===== config.mk =====
export PLATFORM = sky130hd
export DESIGN_NAME = fp4_dft
export DESIGN_NICKNAME = d
export VERILOG_FILES = /design/src/verilog/fp4_pkg.sv /design/src/verilog/twiddle_rom.sv /design/src/verilog/fp4_cmul.sv /design/src/verilog/dft_mac.sv /design/src/verilog/sample_ram.sv /design/src/verilog/dft_engine.sv /design/src/verilog/stream_ctrl.sv /design/src/verilog/fp4_dft.sv
export SDC_FILE = /design/constraint.sdc
export NUM_CORES = 1
export LEC_CHECK = 0
export BUFFER_PORTS_ARGS = -buffer_cell sky130_fd_sc_hd__buf_4
export CORE_MARGIN = 2
export CORE_UTILIZATION = 57
export DETAILED_ROUTE_END_ITERATION = 8
export PLACE_DENSITY_LB_ADDON = 0.3
export SLEW_MARGIN = 10
export SYNTH_ARGS = -nofsm -noshare
export SYNTH_HDL_FRONTEND = slang
export SYNTH_HIERARCHICAL = 1
export SYNTH_SLANG_ARGS = --single-unit

===== constraint.sdc =====
create_clock -name clk -period 24.7 [get_ports clk]
set_input_delay 2.47 -clock clk [delete_from_list [all_inputs] [get_ports clk]]
set_output_delay 2.47 -clock clk [all_outputs]
set_load 0.05 [all_outputs]

===== src/verilog/fp4_pkg.sv =====
// fp4 package
// complex FP4 (E2M1) sample types, transform sizes and the conversions
// between E2M1 codes and signed quarter-unit integers
package fp4_pkg;

    typedef logic [3:0] fp4_t;                  // sign, 3-bit magnitude code
    typedef logic [7:0] cfp4_t;                 // real in [7:4], imag in [3:0]

    localparam int MAX_N  = 32;                 // largest transform size
    localparam int ADDR_W = $clog2(MAX_N);      // sample ram address width
    localparam int CNT_W  = ADDR_W + 1;         // wide enough to hold MAX_N itself

    localparam int Q_W = 12;                    // quarter-unit work width
    typedef logic signed [Q_W-1:0] q_t;

    // E2M1 code to quarter units (0, 0.5, 1, 1.5, 2, 3, 4, 6)
    function automatic logic signed [7:0] fp4_to_q(input fp4_t v);
        logic signed [7:0] mag;
        case (v[2:0])
            3'd0:    mag = 8'sd0;
            3'd1:    mag = 8'sd2;
            3'd2:    mag = 8'sd4;
            3'd3:    mag = 8'sd6;
            3'd4:    mag = 8'sd8;
            3'd5:    mag = 8'sd12;
            3'd6:    mag = 8'sd16;
            default: mag = 8'sd24;
        endcase
        fp4_to_q = v[3] ? -mag : mag;
    endfunction

    // quarter units back to E2M1, nearest value, ties to the even code
    // thresholds are the tie points: 1->0, 3->2, 5->2, 7->4, 10->4, 14->6, 20->6
    function automatic fp4_t q_to_fp4(input q_t q);
        q_t         mag;
        logic [2:0] code;
        mag = q[Q_W-1] ? -q : q;
        if (mag >= 21)      code = 3'd7;        // 21 and above saturate at 6
        else if (mag >= 14) code = 3'd6;
        else if (mag >= 11) code = 3'd5;
        else if (mag >= 7)  code = 3'd4;
        else if (mag >= 6)  code = 3'd3;
        else if (mag >= 3)  code = 3'd2;
        else if (mag >= 2)  code = 3'd1;
        else                code = 3'd0;
        q_to_fp4 = {q[Q_W-1] && (code != 3'd0), code}; // no negative zero
    endfunction

endpackage


===== src/verilog/twiddle_rom.sv =====
// twiddle table
// returns the quantized complex factor W^idx for an N-point transform,
// scaling the index onto the MAX_N-entry circle with shifts
`timescale 1ns/100ps

module twiddle_rom
    import fp4_pkg::*;
#(
    parameter int MAX_N = fp4_pkg::MAX_N
) (
    input  logic [ADDR_W-1:0] tw_idx,
    input  logic [CNT_W-1:0]  n_reg,
    output cfp4_t             twiddle
);

    localparam int LOG_MAX = $clog2(MAX_N);

    logic [ADDR_W-1:0] scaled;                  // index on the full circle
    cfp4_t             base;                    // first-octant entry

    // negate one part, zero keeps a clear sign
    function automatic fp4_t neg(input fp4_t v);
        neg = (v[2:0] == 3'd0) ? 4'b0000 : {~v[3], v[2:0]};
    endfunction

    always_comb begin
        scaled = '0;                            // invalid N maps to W^0
        for (int i = 1; i <= LOG_MAX; i++) begin
            if (n_reg == CNT_W'(1 << i))
                scaled = ADDR_W'(tw_idx << (LOG_MAX - i)); // idx * MAX_N/N
        end
    end

    always_comb begin
        case (scaled[2:0])
            3'd0:    base = 8'b0010_0000;       // 1
            3'd1:    base = 8'b0010_0000;       // 1
            3'd2:    base = 8'b0010_1001;       // 1 - 0.5j
            3'd3:    base = 8'b0010_1001;       // 1 - 0.5j
            3'd4:    base = 8'b0001_1001;       // 0.5 - 0.5j
            3'd5:    base = 8'b0001_1010;       // 0.5 - j
            3'd6:    base = 8'b0001_1010;       // 0.5 - j
            default: base = 8'b0000_1010;       // -j
        endcase
    end

    // each group of 8 is the previous one times -j: (r, i) -> (i, -r)
    always_comb begin
        twiddle = base;
        for (int r = 0; r < 3; r++) begin
            if (r < scaled[ADDR_W-1:ADDR_W-2])
                twiddle = {twiddle[3:0], neg(twiddle[7:4])};
        end
    end

endmodule


===== src/verilog/fp4_cmul.sv =====
// complex FP4 multiplier
// exact products in quarter units, one rounding per component
`timescale 1ns/100ps

module fp4_cmul
    import fp4_pkg::*;
(
    input  cfp4_t a,
    input  cfp4_t b,
    output cfp4_t p
);

    q_t ar, ai, br, bi;                         // operands in quarter units
    q_t re_full, im_full;                       // sums of products, 1/16 units

    assign ar = fp4_to_q(a[7:4]);
    assign ai = fp4_to_q(a[3:0]);
    assign br = fp4_to_q(b[7:4]);
    assign bi = fp4_to_q(b[3:0]);

    assign re_full = ar * br - ai * bi;         // ac - bd
    assign im_full = ar * bi + ai * br;         // ad + bc

    // every operand is a multiple of 0.5 so the shift back to quarters is exact
    assign p = {q_to_fp4(re_full >>> 2), q_to_fp4(im_full >>> 2)};

endmodule


===== src/verilog/dft_mac.sv =====
// pipelined complex multiply-accumulate
// stage 1 registers the rounded product, stage 2 adds it into the bin sum
// the sum restarts on first and is presented with acc_valid after last
`timescale 1ns/100ps

module dft_mac
    import fp4_pkg::*;
(
    input  logic  clk,
    input  logic  rst,
    input  cfp4_t sample,
    input  cfp4_t twiddle,
    input  logic  in_valid,
    input  logic  first,
    input  logic  last,
    output cfp4_t acc,
    output logic  acc_valid
);

    cfp4_t prod;                                // combinational product
    cfp4_t prod_q;                              // stage 1 product
    cfp4_t sum_q;                               // running sum of the bin
    logic  prod_valid, prod_first, prod_last;
    q_t    base_re, base_im;
    q_t    add_re, add_im;

    fp4_cmul u_cmul (
        .a (sample),
        .b (twiddle),
        .p (prod)
    );

    always_ff @(posedge clk) begin
        prod_q <= prod;
    end

    always_ff @(posedge clk or negedge rst) begin
        if (!rst) begin
            prod_valid <= 1'b0;
            prod_first <= 1'b0;
            prod_last  <= 1'b0;
            acc_valid  <= 1'b0;
        end else begin
            prod_valid <= in_valid;
            prod_first <= in_valid && first;
            prod_last  <= in_valid && last;
            acc_valid  <= prod_valid && prod_last; // sum of the bin is complete
        end
    end

    // new bin starts from zero instead of the old sum
    assign base_re = prod_first ? 8'sd0 : fp4_to_q(sum_q[7:4]);
    assign base_im = prod_first ? 8'sd0 : fp4_to_q(sum_q[3:0]);
    assign add_re  = base_re + fp4_to_q(prod_q[7:4]);
    assign add_im  = base_im + fp4_to_q(prod_q[3:0]);

    always_ff @(posedge clk) begin
        if (prod_valid)
            sum_q <= {q_to_fp4(add_re), q_to_fp4(add_im)}; // round after each add
    end

    assign acc = sum_q;

endmodule


===== src/verilog/sample_ram.sv =====
// complex sample memory
// MAX_N words, synchronous write, registered read with one cycle latency
`timescale 1ns/100ps

module sample_ram
    import fp4_pkg::*;
#(
    parameter int MAX_N = fp4_pkg::MAX_N
) (
    input  logic              clk,
    input  logic              we,
    input  logic [ADDR_W-1:0] waddr,
    input  cfp4_t             wdata,
    input  logic [ADDR_W-1:0] raddr,
    output cfp4_t             rdata
);

    cfp4_t mem [MAX_N];

    always_ff @(posedge clk) begin
        if (we)
            mem[waddr] <= wdata;
        rdata <= mem[raddr];                    // old data on a same-address write
    end

endmodule


===== src/verilog/dft_engine.sv =====
// DFT engine
// walks k and n at one input read per cycle, feeds each sample and its
// twiddle into the MAC and writes every finished X[k] to the result RAM
`timescale 1ns/100ps

module dft_engine
    import fp4_pkg::*;
#(
    parameter int MAX_N = fp4_pkg::MAX_N
) (
    input  logic              clk,
    input  logic              rst,
    input  logic              start,
    input  logic [CNT_W-1:0]  n_reg,
    output logic [ADDR_W-1:0] in_raddr,
    input  cfp4_t             in_rdata,
    output logic              out_we,
    output logic [ADDR_W-1:0] out_waddr,
    output cfp4_t             out_wdata,
    output logic              done
);

    logic              issuing;                 // reads still to issue
    logic              busy;                    // from start until the last write
    logic [ADDR_W-1:0] k, n;                    // bin and sample counters
    logic [ADDR_W-1:0] tw;                      // k*n mod N
    logic [ADDR_W-1:0] last_idx;                // N-1, also the modulo mask
    logic [ADDR_W-1:0] wptr;                    // bin of the next result
    logic              s1_valid, s1_first, s1_last;
    logic [ADDR_W-1:0] s1_tw;                   // twiddle index aligned with ram data
    cfp4_t             twiddle;
    cfp4_t             acc;
    logic              acc_valid;

    assign last_idx = ADDR_W'(n_reg - 1'b1);
    assign in_raddr = n;

    always_ff @(posedge clk or negedge rst) begin
        if (!rst) begin
            issuing  <= 1'b0;
            busy     <= 1'b0;
            k        <= '0;
            n        <= '0;
            tw       <= '0;
            wptr     <= '0;
            s1_valid <= 1'b0;
            s1_first <= 1'b0;
            s1_last  <= 1'b0;
            done     <= 1'b0;
        end else begin
            s1_valid <= issuing;                // ram data shows up next cycle
            s1_first <= issuing && (n == '0);
            s1_last  <= issuing && (n == last_idx);
            done     <= acc_valid && (wptr == last_idx);
            if (acc_valid)
                wptr <= wptr + 1'b1;
            if (acc_valid && (wptr == last_idx))
                busy <= 1'b0;
            if (start) begin
                issuing <= 1'b1;
                busy    <= 1'b1;
                k       <= '0;
                n       <= '0;
                tw      <= '0;
                wptr    <= '0;
            end else if (issuing) begin
                if (n == last_idx) begin        // bin done, next k
                    n  <= '0;
                    tw <= '0;
                    if (k == last_idx)
                        issuing <= 1'b0;        // N*N reads issued
                    else
                        k <= k + 1'b1;
                end else begin
                    n  <= n + 1'b1;
                    tw <= (tw + k) & last_idx;  // power-of-two N, mask is the modulo
                end
            end
        end
    end

    always_ff @(posedge clk) begin
        s1_tw <= tw;
    end

    twiddle_rom #(
        .MAX_N (MAX_N)
    ) u_twiddle_rom (
        .tw_idx  (s1_tw),
        .n_reg   (n_reg),
        .twiddle (twiddle)
    );

    dft_mac u_dft_mac (
        .clk       (clk),
        .rst       (rst),
        .sample    (in_rdata),
        .twiddle   (twiddle),
        .in_valid  (s1_valid),
        .first     (s1_first),
        .last      (s1_last),
        .acc       (acc),
        .acc_valid (acc_valid)
    );

    assign out_we    = acc_valid;
    assign out_waddr = wptr;
    assign out_wdata = acc;

    // results only come out of the MAC between start and the final write
    a_no_write_idle: assert property (@(posedge clk) disable iff (!rst) out_we |-> busy);

endmodule


===== src/verilog/stream_ctrl.sv =====
// stream controller
// accepts N input samples, checks N on the first beat, starts the engine
// and streams the N results out of the result RAM after done
`timescale 1ns/100ps

module stream_ctrl
    import fp4_pkg::*;
(
    input  logic              clk,
    input  logic              rst,
    input  logic [CNT_W-1:0]  n_points,
    input  cfp4_t             data_in,
    input  logic              data_in_valid,
    input  logic              done,
    output logic              dft_ready,
    output logic              error,
    output logic              start,
    output logic [CNT_W-1:0]  n_reg,
    output logic              in_we,
    output logic [ADDR_W-1:0] in_addr,
    output cfp4_t             in_wdata,
    output logic [ADDR_W-1:0] out_raddr,
    input  cfp4_t             out_rdata,
    output cfp4_t             data_out,
    output logic              data_out_valid
);

    typedef enum logic [1:0] {S_IDLE, S_LOAD, S_RUN, S_UNLOAD} state_t;

    state_t           state;
    logic [CNT_W-1:0] count;                    // samples accepted so far
    logic [CNT_W-1:0] rd_cnt;                   // result reads issued
    logic             accept;
    logic             n_ok;                     // power of two, 2..MAX_N
    logic             rd_issue;

    assign n_ok = (n_points >= CNT_W'(2)) && (n_points <= CNT_W'(MAX_N)) &&
                  ((n_points & (n_points - 1'b1)) == '0);

    assign dft_ready = (state == S_IDLE) || (state == S_LOAD);
    assign accept    = dft_ready && data_in_valid;
    assign in_we     = accept && ((state == S_LOAD) || n_ok); // bad N drops the beat
    assign in_addr   = count[ADDR_W-1:0];
    assign in_wdata  = data_in;

    // first read goes out on the done cycle so output starts right after it
    assign rd_issue  = ((state == S_RUN) && done) ||
                       ((state == S_UNLOAD) && (rd_cnt != n_reg));
    assign out_raddr = rd_cnt[ADDR_W-1:0];
    assign data_out  = out_rdata;

    always_ff @(posedge clk or negedge rst) begin
        if (!rst) begin
            state          <= S_IDLE;
            count          <= '0;
            rd_cnt         <= '0;
            n_reg          <= '0;
            start          <= 1'b0;
            error          <= 1'b0;
            data_out_valid <= 1'b0;
        end else begin
            start          <= 1'b0;
            error          <= 1'b0;
            data_out_valid <= rd_issue;         // ram read latency of one
            if (rd_issue)
                rd_cnt <= rd_cnt + 1'b1;
            case (state)
                S_IDLE: begin
                    if (accept && n_ok) begin
                        n_reg <= n_points;
                        count <= count + 1'b1;
                        state <= S_LOAD;
                    end else if (accept) begin
                        error <= 1'b1;          // stay idle
                    end
                end
                S_LOAD: begin
                    if (accept) begin
                        count <= count + 1'b1;
                        if (count == n_reg - 1'b1) begin // Nth sample
                            count  <= '0;
                            rd_cnt <= '0;
                            start  <= 1'b1;
                            state  <= S_RUN;
                        end
                    end
                end
                S_RUN: begin
                    if (done)
                        state <= S_UNLOAD;
                end
                default: begin
                    if (rd_cnt == n_reg)
                        state <= S_IDLE;        // last beat is on the bus now
                end
            endcase
        end
    end

    // engine launches only after the sample for address N-1 was written
    a_start_on_load: assert property (@(posedge clk) disable iff (!rst)
        start |-> $past(in_we) && ($past(in_addr) == ADDR_W'(n_reg - 1'b1)));

endmodule


===== src/verilog/fp4_dft.sv =====
// FP4 streaming DFT top level
// stream controller and DFT engine around an input and a result sample RAM
`timescale 1ns/100ps

module fp4_dft
    import fp4_pkg::*;
#(
    parameter int MAX_N = fp4_pkg::MAX_N
) (
    input  logic             clk,
    input  logic             rst,
    input  logic [CNT_W-1:0] n_points,
    input  cfp4_t            data_in,
    input  logic             data_in_valid,
    output cfp4_t            data_out,
    output logic             data_out_valid,
    output logic             dft_ready,
    output logic             done,
    output logic             error
);

    logic              start;
    logic [CNT_W-1:0]  n_reg;
    logic              in_we;
    logic [ADDR_W-1:0] in_addr, in_raddr;
    cfp4_t             in_wdata, in_rdata;
    logic              out_we;
    logic [ADDR_W-1:0] out_waddr, out_raddr;
    cfp4_t             out_wdata, out_rdata;

    stream_ctrl u_stream_ctrl (
        .clk            (clk),
        .rst            (rst),
        .n_points       (n_points),
        .data_in        (data_in),
        .data_in_valid  (data_in_valid),
        .done           (done),
        .dft_ready      (dft_ready),
        .error          (error),
        .start          (start),
        .n_reg          (n_reg),
        .in_we          (in_we),
        .in_addr        (in_addr),
        .in_wdata       (in_wdata),
        .out_raddr      (out_raddr),
        .out_rdata      (out_rdata),
        .data_out       (data_out),
        .data_out_valid (data_out_valid)
    );

    dft_engine #(
        .MAX_N (MAX_N)
    ) u_dft_engine (
        .clk       (clk),
        .rst       (rst),
        .start     (start),
        .n_reg     (n_reg),
        .in_raddr  (in_raddr),
        .in_rdata  (in_rdata),
        .out_we    (out_we),
        .out_waddr (out_waddr),
        .out_wdata (out_wdata),
        .done      (done)
    );

    sample_ram #(
        .MAX_N (MAX_N)
    ) u_in_ram (                                // time-domain samples
        .clk   (clk),
        .we    (in_we),
        .waddr (in_addr),
        .wdata (in_wdata),
        .raddr (in_raddr),
        .rdata (in_rdata)
    );

    sample_ram #(
        .MAX_N (MAX_N)
    ) u_out_ram (                               // X[k] results
        .clk   (clk),
        .we    (out_we),
        .waddr (out_waddr),
        .wdata (out_wdata),
        .raddr (out_raddr),
        .rdata (out_rdata)
    );

endmodule


==> summary.txt, run 1 <==
CP arrival: 9.86 ns
critical path's top delay family: adder cells
leading area contributor after synthesis: edfxtp_1
Nets: 2,540
DR vias/cell: 6.05
PnR worst setup slack: 15.37 ns
worst r2r dst: u_dft_engine/u_dft_mac/prod_q[0]$_DFF_P_
outcome: finished clean
drt total wl: 68.5 mm
crit-path max cell delay: 0.84 ns
biggest regs: u_in_ram/mem x256, u_out_ram/mem x256
TritonRoute pass-1 iters: 5
setup TNS: 0 ns
DR WL/cell: 22.2 um
clk_lat worst skew: 0.61 ns
Post-synth EDFFs: 520
Final Hold Fails: 0
# hold bufs at CTS: 0
post-CTS sizing: 0
# diodes: 0
worst reg2reg startpoint: u_stream_ctrl/n_reg[2]$_DFFE_PN0P_
Mean Syn Cell Area: 14.2 sq um
clock period minus worst slack: 9.33 ns
worst path required time: 25.22 ns
post-CTS setup repair buffer count: 0
Routability Congestion: 0.922
filler instances: 4,102
Slowest cell on crit path: a21oi_1
layout cell share with drive strength beyond 1: 0.156
max-cap viol count: 0
Vias: 18,700
vias in the first global route: 19,300
Worst-path clk slew: 0.06 ns
Max Fclk: 107 MHz
total congestion overflow: 0
Rel. slew slack: 0.112
CTS tree: built
Starting DRT DRC Count: 1,552
die height: 243 um
RSZ-0062 raised after global routing: no
Die Area: 59,100 sq um
flop2flop setup slack: 15.37 ns
initial core utilization: 0.577
number of synthesized register bits: 601
Synth async-reset ratio: 0.0865
critical path class: flip-flop to flip-flop
I/O pins: 29
total track usage: 0.236
Gate Count Post-Synth: 2,291
ys flop type: edfxtp_1
first-pass GRT wire length: 108 mm
Hold Path Class: flip-flop to flip-flop
Hold Path Depth: 0
initial antenna violation count: 0
worst slew pin tran: 1.32 ns
total CTS buffers: 56
Synth Warn #: 6
H-tree levels: 2
Die X: 243 um
CP bufs+invs: 5
CP Launch Type: flip-flop
Worst setup EP type: flip-flop
clk_skew: 0.0326 ns
Slew Limit Fails: 0
maximum number of pins on one net before global-route repair: 70
Max FO, Critical Path: 18
DP Wirelength: 46.1 mm
Area Growth Syn to Fin: 7.49%
Tcrit/Tclk final: 0.378
clk buf depth: 3
post-synth cell types: 110
pre-CTS WS: 15.43 ns
CTS root buf: clkbuf_16
core area: 56,400 sq um
register area share after synthesis: 0.537
PortBufs: 28
hold_sp: u_dft_engine/s1_valid$_DFF_PN0_
crit-path most repeated cell: fa_1
DRC Markers: 0
clock sink count: 601
Antenna Nets Post-Route: 0
top cell type's share of synthesized area: 0.480
Area contributors post-synth: edfxtp_1, mux4_2, fa_1
fin util: 0.621
cells on worst reg2reg path: 28
Final setup viols: 0
synthesized area: 32,600 sq um
hold worst-path end: u_dft_engine/u_dft_mac/prod_valid$_DFF_PN0_
FP Rows: 87
[worst max path at each step]
| stage | end | startpoint | cells after the start | slack, ns |
|---|---|---|---|---|
| after global routing | u_dft_engine/u_dft_mac/prod_q[0]$_DFF_P_ | u_stream_ctrl/n_reg[2]$_DFFE_PN0P_ | 30 | 14.87 |
| after CTS | u_dft_engine/u_dft_mac/prod_q[2]$_DFF_P_ | u_stream_ctrl/n_reg[2]$_DFFE_PN0P_ | 27 | 15.43 |
| after detailed placement | u_dft_engine/u_dft_mac/prod_q[2]$_DFF_P_ | u_stream_ctrl/n_reg[2]$_DFFE_PN0P_ | 27 | 15.43 |
| after floorplan | u_dft_engine/u_dft_mac/prod_q[4]$_DFF_P_ | u_stream_ctrl/n_reg[2]$_DFFE_PN0P_ | 31 | 16.10 |
| final | u_dft_engine/u_dft_mac/prod_q[0]$_DFF_P_ | u_stream_ctrl/n_reg[2]$_DFFE_PN0P_ | 28 | 15.37 |
| after global placement | u_dft_engine/u_dft_mac/prod_q[2]$_DFF_P_ | u_stream_ctrl/n_reg[2]$_DFFE_PN0P_ | 29 | 15.69 |
[layout make-up]
| type | instances | area (sq um) | area share |
|---|---|---|---|
| Inverter | 226 | 848 | 0.0242 |
| Clock inverter | 31 | 231 | 0.00661 |
| Clock buffer | 75 | 1540 | 0.0439 |
| Multi-Input combinational cell | 1355 | 13600 | 0.388 |
| Timing Repair Buffer | 46 | 365 | 0.0104 |
| Sequential cell | 601 | 17500 | 0.500 |
| Tap cell | 756 | 946 | 0.0270 |
[synthesized netlist by cell type (7+ instances only)]
master	number
nand2b_1	26
o21a_1	12
o21ai_0	48
or3b_2	8
buf_2	9
nand3_1	31
dfxtp_1	29
a21o_1	12
buf_4	45
o211ai_1	11
mux2_2	20
nor3_1	26
and3_1	8
xnor2_1	75
or3_1	10
edfxtp_1	520
dfrtp_1	52
nor4_1	12
nand2_1	100
buf_1	13
and2_1	12
fa_1	123
mux4_2	160
nor2b_1	25
nor3b_1	9
nand3b_1	20
nand4_1	15
mux2i_1	11
xor2_1	28
o21bai_1	7
buf_6	8
clkbuf_1	35
a21oi_1	53
inv_1	225
ha_1	114
a31oi_1	11
o21ai_1	14
nor2_1	226
o22ai_1	8
[metrics by stage]
stage / hold WS [ns] / instances / instance area [sq um]
2_1_floorplan: 0.359 / 2292 / 32600
3_3_place_gp: 0.369 / 2983 / 33200
3_5_place_dp: 0.374 / 2983 / 33200
4_1_cts: 0.394 / 3089 / 35000
5_1_grt: 0.410 / 3090 / 35000
6_report: 0.394 / 3090 / 35000
[cells by family (layout without fill, tap and decap cells)]
logic type	after synthesis	count (layout)	synth area share
adders and majority gates	237	237	0.119
and+or+nand+nor	568	568	0.0877
xor gates and xnor gates	116	116	0.0361
buffers and inverters	336	378	0.0461
muxes	199	199	0.124
other	1	2	0.000115
AOI/OAI and AO/OA	233	233	0.0492
DFF	601	601	0.537
[layer usage]
layer | global-route usage | routed length, um | vias to the layer above
li1 | - | - | 8339
met1 | 0.310 | 27800 | 9624
met5 | 0 | 0 | -
met4 | 0.0662 | 1570 | 0
met3 | 0.0317 | 4000 | 110
met2 | 0.414 | 35200 | 635
[cells in the final DEF (no fill, tap or decap), types with 25 or more instances in the layout]
cell type / synthesis / routed
xnor2_1: 75 / 75
edfxtp_1: 520 / 520
nor2_1: 226 / 226
nand2b_1: 26 / 26
fa_1: 123 / 123
inv_1: 225 / 225
nor3_1: 26 / 26
nor2b_1: 25 / 25
a21oi_1: 53 / 53
nand2_1: 100 / 100
xor2_1: 28 / 28
nand3_1: 31 / 31
dfrtp_1: 52 / 48
mux4_2: 160 / 160
clkbuf_16: 0 / 58
dfxtp_1: 29 / 29
o21ai_0: 48 / 48
buf_4: 45 / 45
ha_1: 114 / 114
Power of run 1 is not shown: default switching activity piles up to over one toggle a cycle in this logic, so the estimate is an artifact.
==> inputs of run 2 (changes only) <==
==> constraint.sdc (replaced) <==
create_clock -name clk -period 8.49 [get_ports clk]
set_input_delay 0.849 -clock clk [delete_from_list [all_inputs] [get_ports clk]]
set_output_delay 0.849 -clock clk [all_outputs]
set_load 0.05 [all_outputs]
==> run 2 against run 1 <==
Effect of this change:
- global-route usage up 0.068 points
- setup slack got worse by 15 ns
- sequential cell count unchanged
- cell count is 1.8% higher
- register-to-register slack got worse by 15 ns
- clock skew fell by 0.020 ns
- highest routed layer unchanged
- sequential share of layout area is 1.0 points lower
- largest cell class unchanged
- wire length rose by 0.93%
- die area stayed put
- critical endpoint is now u_dft_engine/u_dft_mac/prod_q[4]$_DFF_P_
- maximum frequency increased by 13%
- hold slack worse by 0.12 ns
==> summary.txt, run 2 (synthesized netlist as in run 1, its figures left out) <==
core area: 56,400 sq um
crit-path most repeated cell: fa_1
worst slew pin tran: 1.06 ns
worst reg2reg startpoint: u_stream_ctrl/n_reg[3]$_DFFE_PN0P_
DP Wirelength: 46.2 mm
H-tree levels: 2
# hold bufs at CTS: 0
Starting DRT DRC Count: 1,397
Final Hold Fails: 0
Tcrit/Tclk final: 0.972
die height: 243 um
CTS root buf: clkbuf_16
clock period minus worst slack: 8.25 ns
non-filler cells, final: 3,145
DR vias/cell: 6.01
worst path required time: 9.02 ns
I/O pins: 29
total congestion overflow: 0
worst r2r dst: u_dft_engine/u_dft_mac/prod_q[4]$_DFF_P_
PortBufs: 28
CP Launch Type: flip-flop
flop2flop setup slack: 0.24 ns
most frequent cells in the layout: edfxtp_1, inv_1, nor2_1
total track usage: 0.237
Antenna Nets Post-Route: 0
CP arrival: 8.78 ns
clk_skew: 0.0126 ns
crit-path max cell delay: 0.59 ns
total CTS buffers: 59
FP Rows: 87
Slowest cell on crit path: or4_4
DRC Markers: 0
vias in the first global route: 19,100
DR WL/cell: 22.0 um
Die X: 243 um
# diodes: 0
initial core utilization: 0.577
cells on worst reg2reg path: 31
clk_lat worst skew: 0.61 ns
layout cell share with drive strength beyond 1: 0.194
Final setup viols: 0
Hold Path Class: input pin to asynchronous set/reset pin
placed cell count: 3,017
max-cap viol count: 0
CTS tree: built
clock sink count: 601
Rel. slew slack: 0.292
biggest regs: u_in_ram/mem x256, u_out_ram/mem x256
Area Growth Syn to Fin: 9.70%
Vias: 18,900
Max Fclk: 121 MHz
setup TNS: 0 ns
outcome: finished clean
Max FO, Critical Path: 7
first-pass GRT wire length: 109 mm
filler instances: 4,038
drt total wl: 69.2 mm
Die Area: 59,100 sq um
Worst-path clk slew: 0.06 ns
initial antenna violation count: 0
Routability Congestion: 0.897
maximum number of pins on one net before global-route repair: 71
Nets: 2,595
TritonRoute pass-1 iters: 6
clk buf depth: 3
Worst setup EP type: flip-flop
critical path class: flip-flop to flip-flop
most common library cell in the layout ignoring fill and taps: edfxtp_1
Slew Limit Fails: 0
run 2: cell types whose count changed in the layout (fill, tap and decap cells not counted), sizes merged:
cell and delta:
inv +2, clkinvlp -1, clkinv -8, clkbuf +11
buf +52, bufinv -1
run 2: repair_timing:
action | 4_1_cts | 5_1_grt
endpoints found under the setup margin | 0 | 8
gates resized for setup | 0 | 46
buffers inserted | 0 | 18
run 2: layer usage:
layer / global-route usage / routed length [um] / vias up
met5: 0 / 0 / -
met1: 0.324 / 28500 / 9719
met4: 0.0529 / 1280 / 0
li1: - / - / 8451
met2: 0.409 / 35600 / 637
met3: 0.0297 / 3800 / 88
run 2: how the worst max path moves through the flow:
| stage | from | end | slack (ns) |
|---|---|---|---|
| after CTS | u_stream_ctrl/n_reg[3]$_DFFE_PN0P_ | u_dft_engine/u_dft_mac/prod_q[4]$_DFF_P_ | 0.02 |
| after floorplan | u_stream_ctrl/n_reg[2]$_DFFE_PN0P_ | u_dft_engine/u_dft_mac/prod_q[4]$_DFF_P_ | 0.02 |
| after global placement | u_stream_ctrl/n_reg[3]$_DFFE_PN0P_ | u_dft_engine/u_dft_mac/prod_q[4]$_DFF_P_ | 0.19 |
| after global routing | u_stream_ctrl/n_reg[3]$_DFFE_PN0P_ | u_dft_engine/u_dft_mac/prod_q[7]$_DFF_P_ | -0.13 |
| after detailed placement | u_stream_ctrl/n_reg[3]$_DFFE_PN0P_ | u_dft_engine/u_dft_mac/prod_q[4]$_DFF_P_ | 0.04 |
| final | u_stream_ctrl/n_reg[3]$_DFFE_PN0P_ | u_dft_engine/u_dft_mac/prod_q[4]$_DFF_P_ | 0.24 |
run 2: cell type report:
class | count | area [sq um] | share of cell area
timing repair buffer | 98 | 747 | 0.0209
multi-input combinational | 1355 | 13700 | 0.384
clock buffer | 86 | 1730 | 0.0485
sequential | 601 | 17500 | 0.490
tap | 756 | 946 | 0.0265
inverter | 226 | 857 | 0.0240
clock inverter | 23 | 206 | 0.00578
run 2: through the flow:
step	hold WS, ns	utilization	setup WS, ns	cell area (sq um)
2_1_floorplan	0.359	-	0.0164	32600
3_3_place_gp	0.368	0.593	0.192	33500
3_5_place_dp	0.376	0.593	0.0383	33500
4_1_cts	0.284	0.628	0.0166	35400
5_1_grt	0.311	0.633	-0.134	35700
6_report	0.273	0.633	0.242	35700
run 2: critical path, delay by kind of cell (launching register included):
kind	cells	cell delay (ns)
xor gates and xnor gates	1	0.54
muxes	1	0.34
buffers and inverters	8	0.66
DFF	1	0.44
adders and majority gates	7	3.38
AOI/OAI and AO/OA	10	1.74
and+or+nand+nor	4	1.04
Power of run 2 is left out for the same reason.
==> inputs of run 3 (changes only) <==
--- a/config.mk
+++ b/config.mk
@@ -13,5 +13,4 @@
 export SLEW_MARGIN = 10
 export SYNTH_ARGS = -nofsm -noshare
 export SYNTH_HDL_FRONTEND = slang
-export SYNTH_HIERARCHICAL = 1
 export SYNTH_SLANG_ARGS = --single-unit
==> run 3 against run 2 <==
Effect of this change:
- the flow now finishes with violations (negative setup slack)
- utilization rose by 1.6 points
- critical path depth rose by 5
- global-route usage rose by 0.67 points
- register-to-register slack got worse by 0.31 ns
- count of clock-buffer cells in the layout fell by 9
- wire length fell by 2.2%
- clock skew rose by 0.011 ns
- setup slack got worse by 0.31 ns
- hold slack improved by 0.0043 ns
- sequential cell count did not move
- area after synthesis fell by 2.3%
==> summary.txt, run 3 <==
max-cap viol count: 0
clk buf depth: 3
Max Fclk: 117 MHz
PnR worst setup slack: -0.0690 ns
number of synthesized register bits: 601
CP arrival: 9.02 ns
Worst setup EP type: flip-flop
Synth Warn #: 0
Max FO, Critical Path: 6
initial antenna violation count: 0
Nets: 2,605
CTS root buf: clkbuf_16
Area Growth Syn to Fin: 12.5%
top cell type's share of synthesized area: 0.491
I/O pins: 29
largest family of logic cells by synthesized area: adder cells
drt total wl: 67.7 mm
Tcrit/Tclk final: 1.01
DRC Markers: 0
biggest regs: u_in_ram.mem x256, u_out_ram.mem x256
crit-path max cell delay: 0.57 ns
post-synth cell types: 79
vias in the first global route: 18,900
Mean Syn Cell Area: 14.3 sq um
clock period minus worst slack: 8.56 ns
clk_skew: 0.0239 ns
DR vias/cell: 5.84
Rel. slew slack: 0.237
CP Launch Point: u_stream_ctrl.n_reg[0]$_DFFE_PN0P_
WHS: 0.277 ns
mux contribution to synthesized area: 0.128
Starting DRT DRC Count: 1,509
post-synthesis compound-gate area fraction: 0.0397
critical path class: flip-flop to flip-flop
Final Hold Fails: 0
layout cell share with drive strength beyond 1: 0.215
ys flop type: edfxtp_1
Die Area: 57,700 sq um
Vias: 18,300
leading area contributor after synthesis: edfxtp_1
Hold Path Class: input pin to asynchronous set/reset pin
Gate Count Post-Synth: 2,219
failing checks: negative setup slack
most common library cell in the layout ignoring fill and taps: edfxtp_1
filler instances: 3,838
Post-synth EDFFs: 520
core area: 55,100 sq um
initial core utilization: 0.577
Die X: 240 um
flop2flop setup slack: -0.07 ns
first-pass GRT wire length: 107 mm
CTS tree: built
Routability Congestion: 0.874
placed cell count: 3,009
Synth Area in Simple Gates: 0.0774
clock sink count: 601
die height: 240 um
Worst-path clk slew: 0.06 ns
TritonRoute pass-1 iters: 5
total CTS buffers: 58
worst reg2reg startpoint: u_stream_ctrl.n_reg[0]$_DFFE_PN0P_
PortBufs: 28
register area share after synthesis: 0.550
Antenna Nets Post-Route: 0
RSZ-0062 raised after global routing: yes
clk_lat worst skew: 0.60 ns
Synth async-reset ratio: 0.0865
# hold bufs at CTS: 0
maximum number of pins on one net before global-route repair: 70
worst slew pin tran: 1.15 ns
Post-Synth XOR/XNOR Area: 0.0352
syn_nets: 2,489
outcome: complete, but fails checks
cells on worst reg2reg path: 36
total track usage: 0.243
Post-Synth Adder-Cell Area: 0.128
cell with the most instances after synthesis: edfxtp_1
Setup crit end: u_dft_engine.u_dft_mac.prod_q[0]$_DFF_P_
Area contributors post-synth: edfxtp_1, mux4_2, fa_1
FP Rows: 86
Final setup viols: 1
Slowest cell on crit path: fa_1
DP Wirelength: 45.2 mm
top post-synthesis cells by count: edfxtp_1, inv_1, nor2_1, mux4_2, ha_1
non-filler cells, final: 3,131
DR WL/cell: 21.6 um
H-tree levels: 2
Slew Limit Fails: 0
worst r2r dst: u_dft_engine.u_dft_mac.prod_q[0]$_DFF_P_
most frequent cells in the layout: edfxtp_1, inv_1, nor2_1
synthesized area: 31,800 sq um
worst path required time: 8.95 ns
CP Launch Type: flip-flop
total congestion overflow: 0
==> run 3: metrics by stage <==
| step | setup TNS, ns | worst slack, ns | cell area (sq um) | util |
|---|---|---|---|---|
| 2_1_floorplan | 0 | 0.00628 | 32000 | - |
| 3_3_place_gp | -0.526 | -0.150 | 33500 | 0.608 |
| 3_5_place_dp | -1.87 | -0.340 | 33500 | 0.608 |
| 4_1_cts | 0 | 0.000420 | 35600 | 0.646 |
| 5_1_grt | -2.52 | -0.426 | 35800 | 0.649 |
| 6_report | -0.0690 | -0.0690 | 35800 | 0.649 |
==> run 3: critical path: cells and delay by family, from the launching register on <==
family          cells  cell delay, ns
fa+ha+maj           9            3.29
simple gates        6            1.43
flops               1            0.41
xor+xnor            3            0.70
compound gates      8            1.24
mux                 2            0.47
buf+inv             8            0.86
==> run 3: how the worst min path moves through the flow <==
stage,startpoint,endpoint,slack [ns],cells past startpoint
2_1_floorplan,u_dft_engine.s1_valid$_DFF_PN0_,u_dft_engine.u_dft_mac.prod_valid$_DFF_PN0_,0.36,0
3_3_place_gp,u_dft_engine.tw[0]$_DFFE_PN0P_,u_dft_engine.s1_tw[0]$_DFF_P_,0.39,0
3_5_place_dp,u_dft_engine.tw[4]$_DFFE_PN0P_,u_dft_engine.s1_tw[4]$_DFF_P_,0.40,0
4_1_cts,rst,u_stream_ctrl.error$_DFF_PN0_,0.29,1
5_1_grt,rst,u_stream_ctrl.error$_DFF_PN0_,0.32,1
6_report,rst,u_stream_ctrl.error$_DFF_PN0_,0.28,1
==> run 3: cell families (layout without fill, tap and decap cells) <==
kind of cell	Yosys count	in the layout
AND/OR/NAND/NOR	505	505
flip-flops	601	601
multiplexers	204	204
other	0	1
XOR/XNOR	121	121
buffers and inverters	337	500
AO/OA/AOI/OAI	198	198
adder cells (fa/ha/maj)	253	253
==> run 3: timing repair <==
action                                  in CTS  in global routing
setup buffers                                7                  7
pin swaps                                   43                 41
endpoints found under the setup margin       8                  8
resized for setup                           32                 40
==> run 3: final cells by class <==
cell class,count,area [sq um],share of cell area
Tap cell,748,936,0.0262
Sequential cell,601,17500,0.489
Antenna cell,1,2.50,0.0000699
Clock inverter,30,253,0.00706
Multi-Input combinational cell,1281,13400,0.376
Timing Repair Buffer,137,1080,0.0301
Clock buffer,77,1600,0.0448
Inverter,256,963,0.0269
==> run 3: layer usage <==
layer	vias to the layer above	part of all wire	global-route usage	routed length, um
met2	622	0.52	0.422	34900
li1	8252	-	-	-
met3	113	0.056	0.0296	3810
met5	-	0	0	0
met4	0	0.023	0.0614	1570
met1	9291	0.40	0.330	27300
Power of run 3 is left out for the same reason.
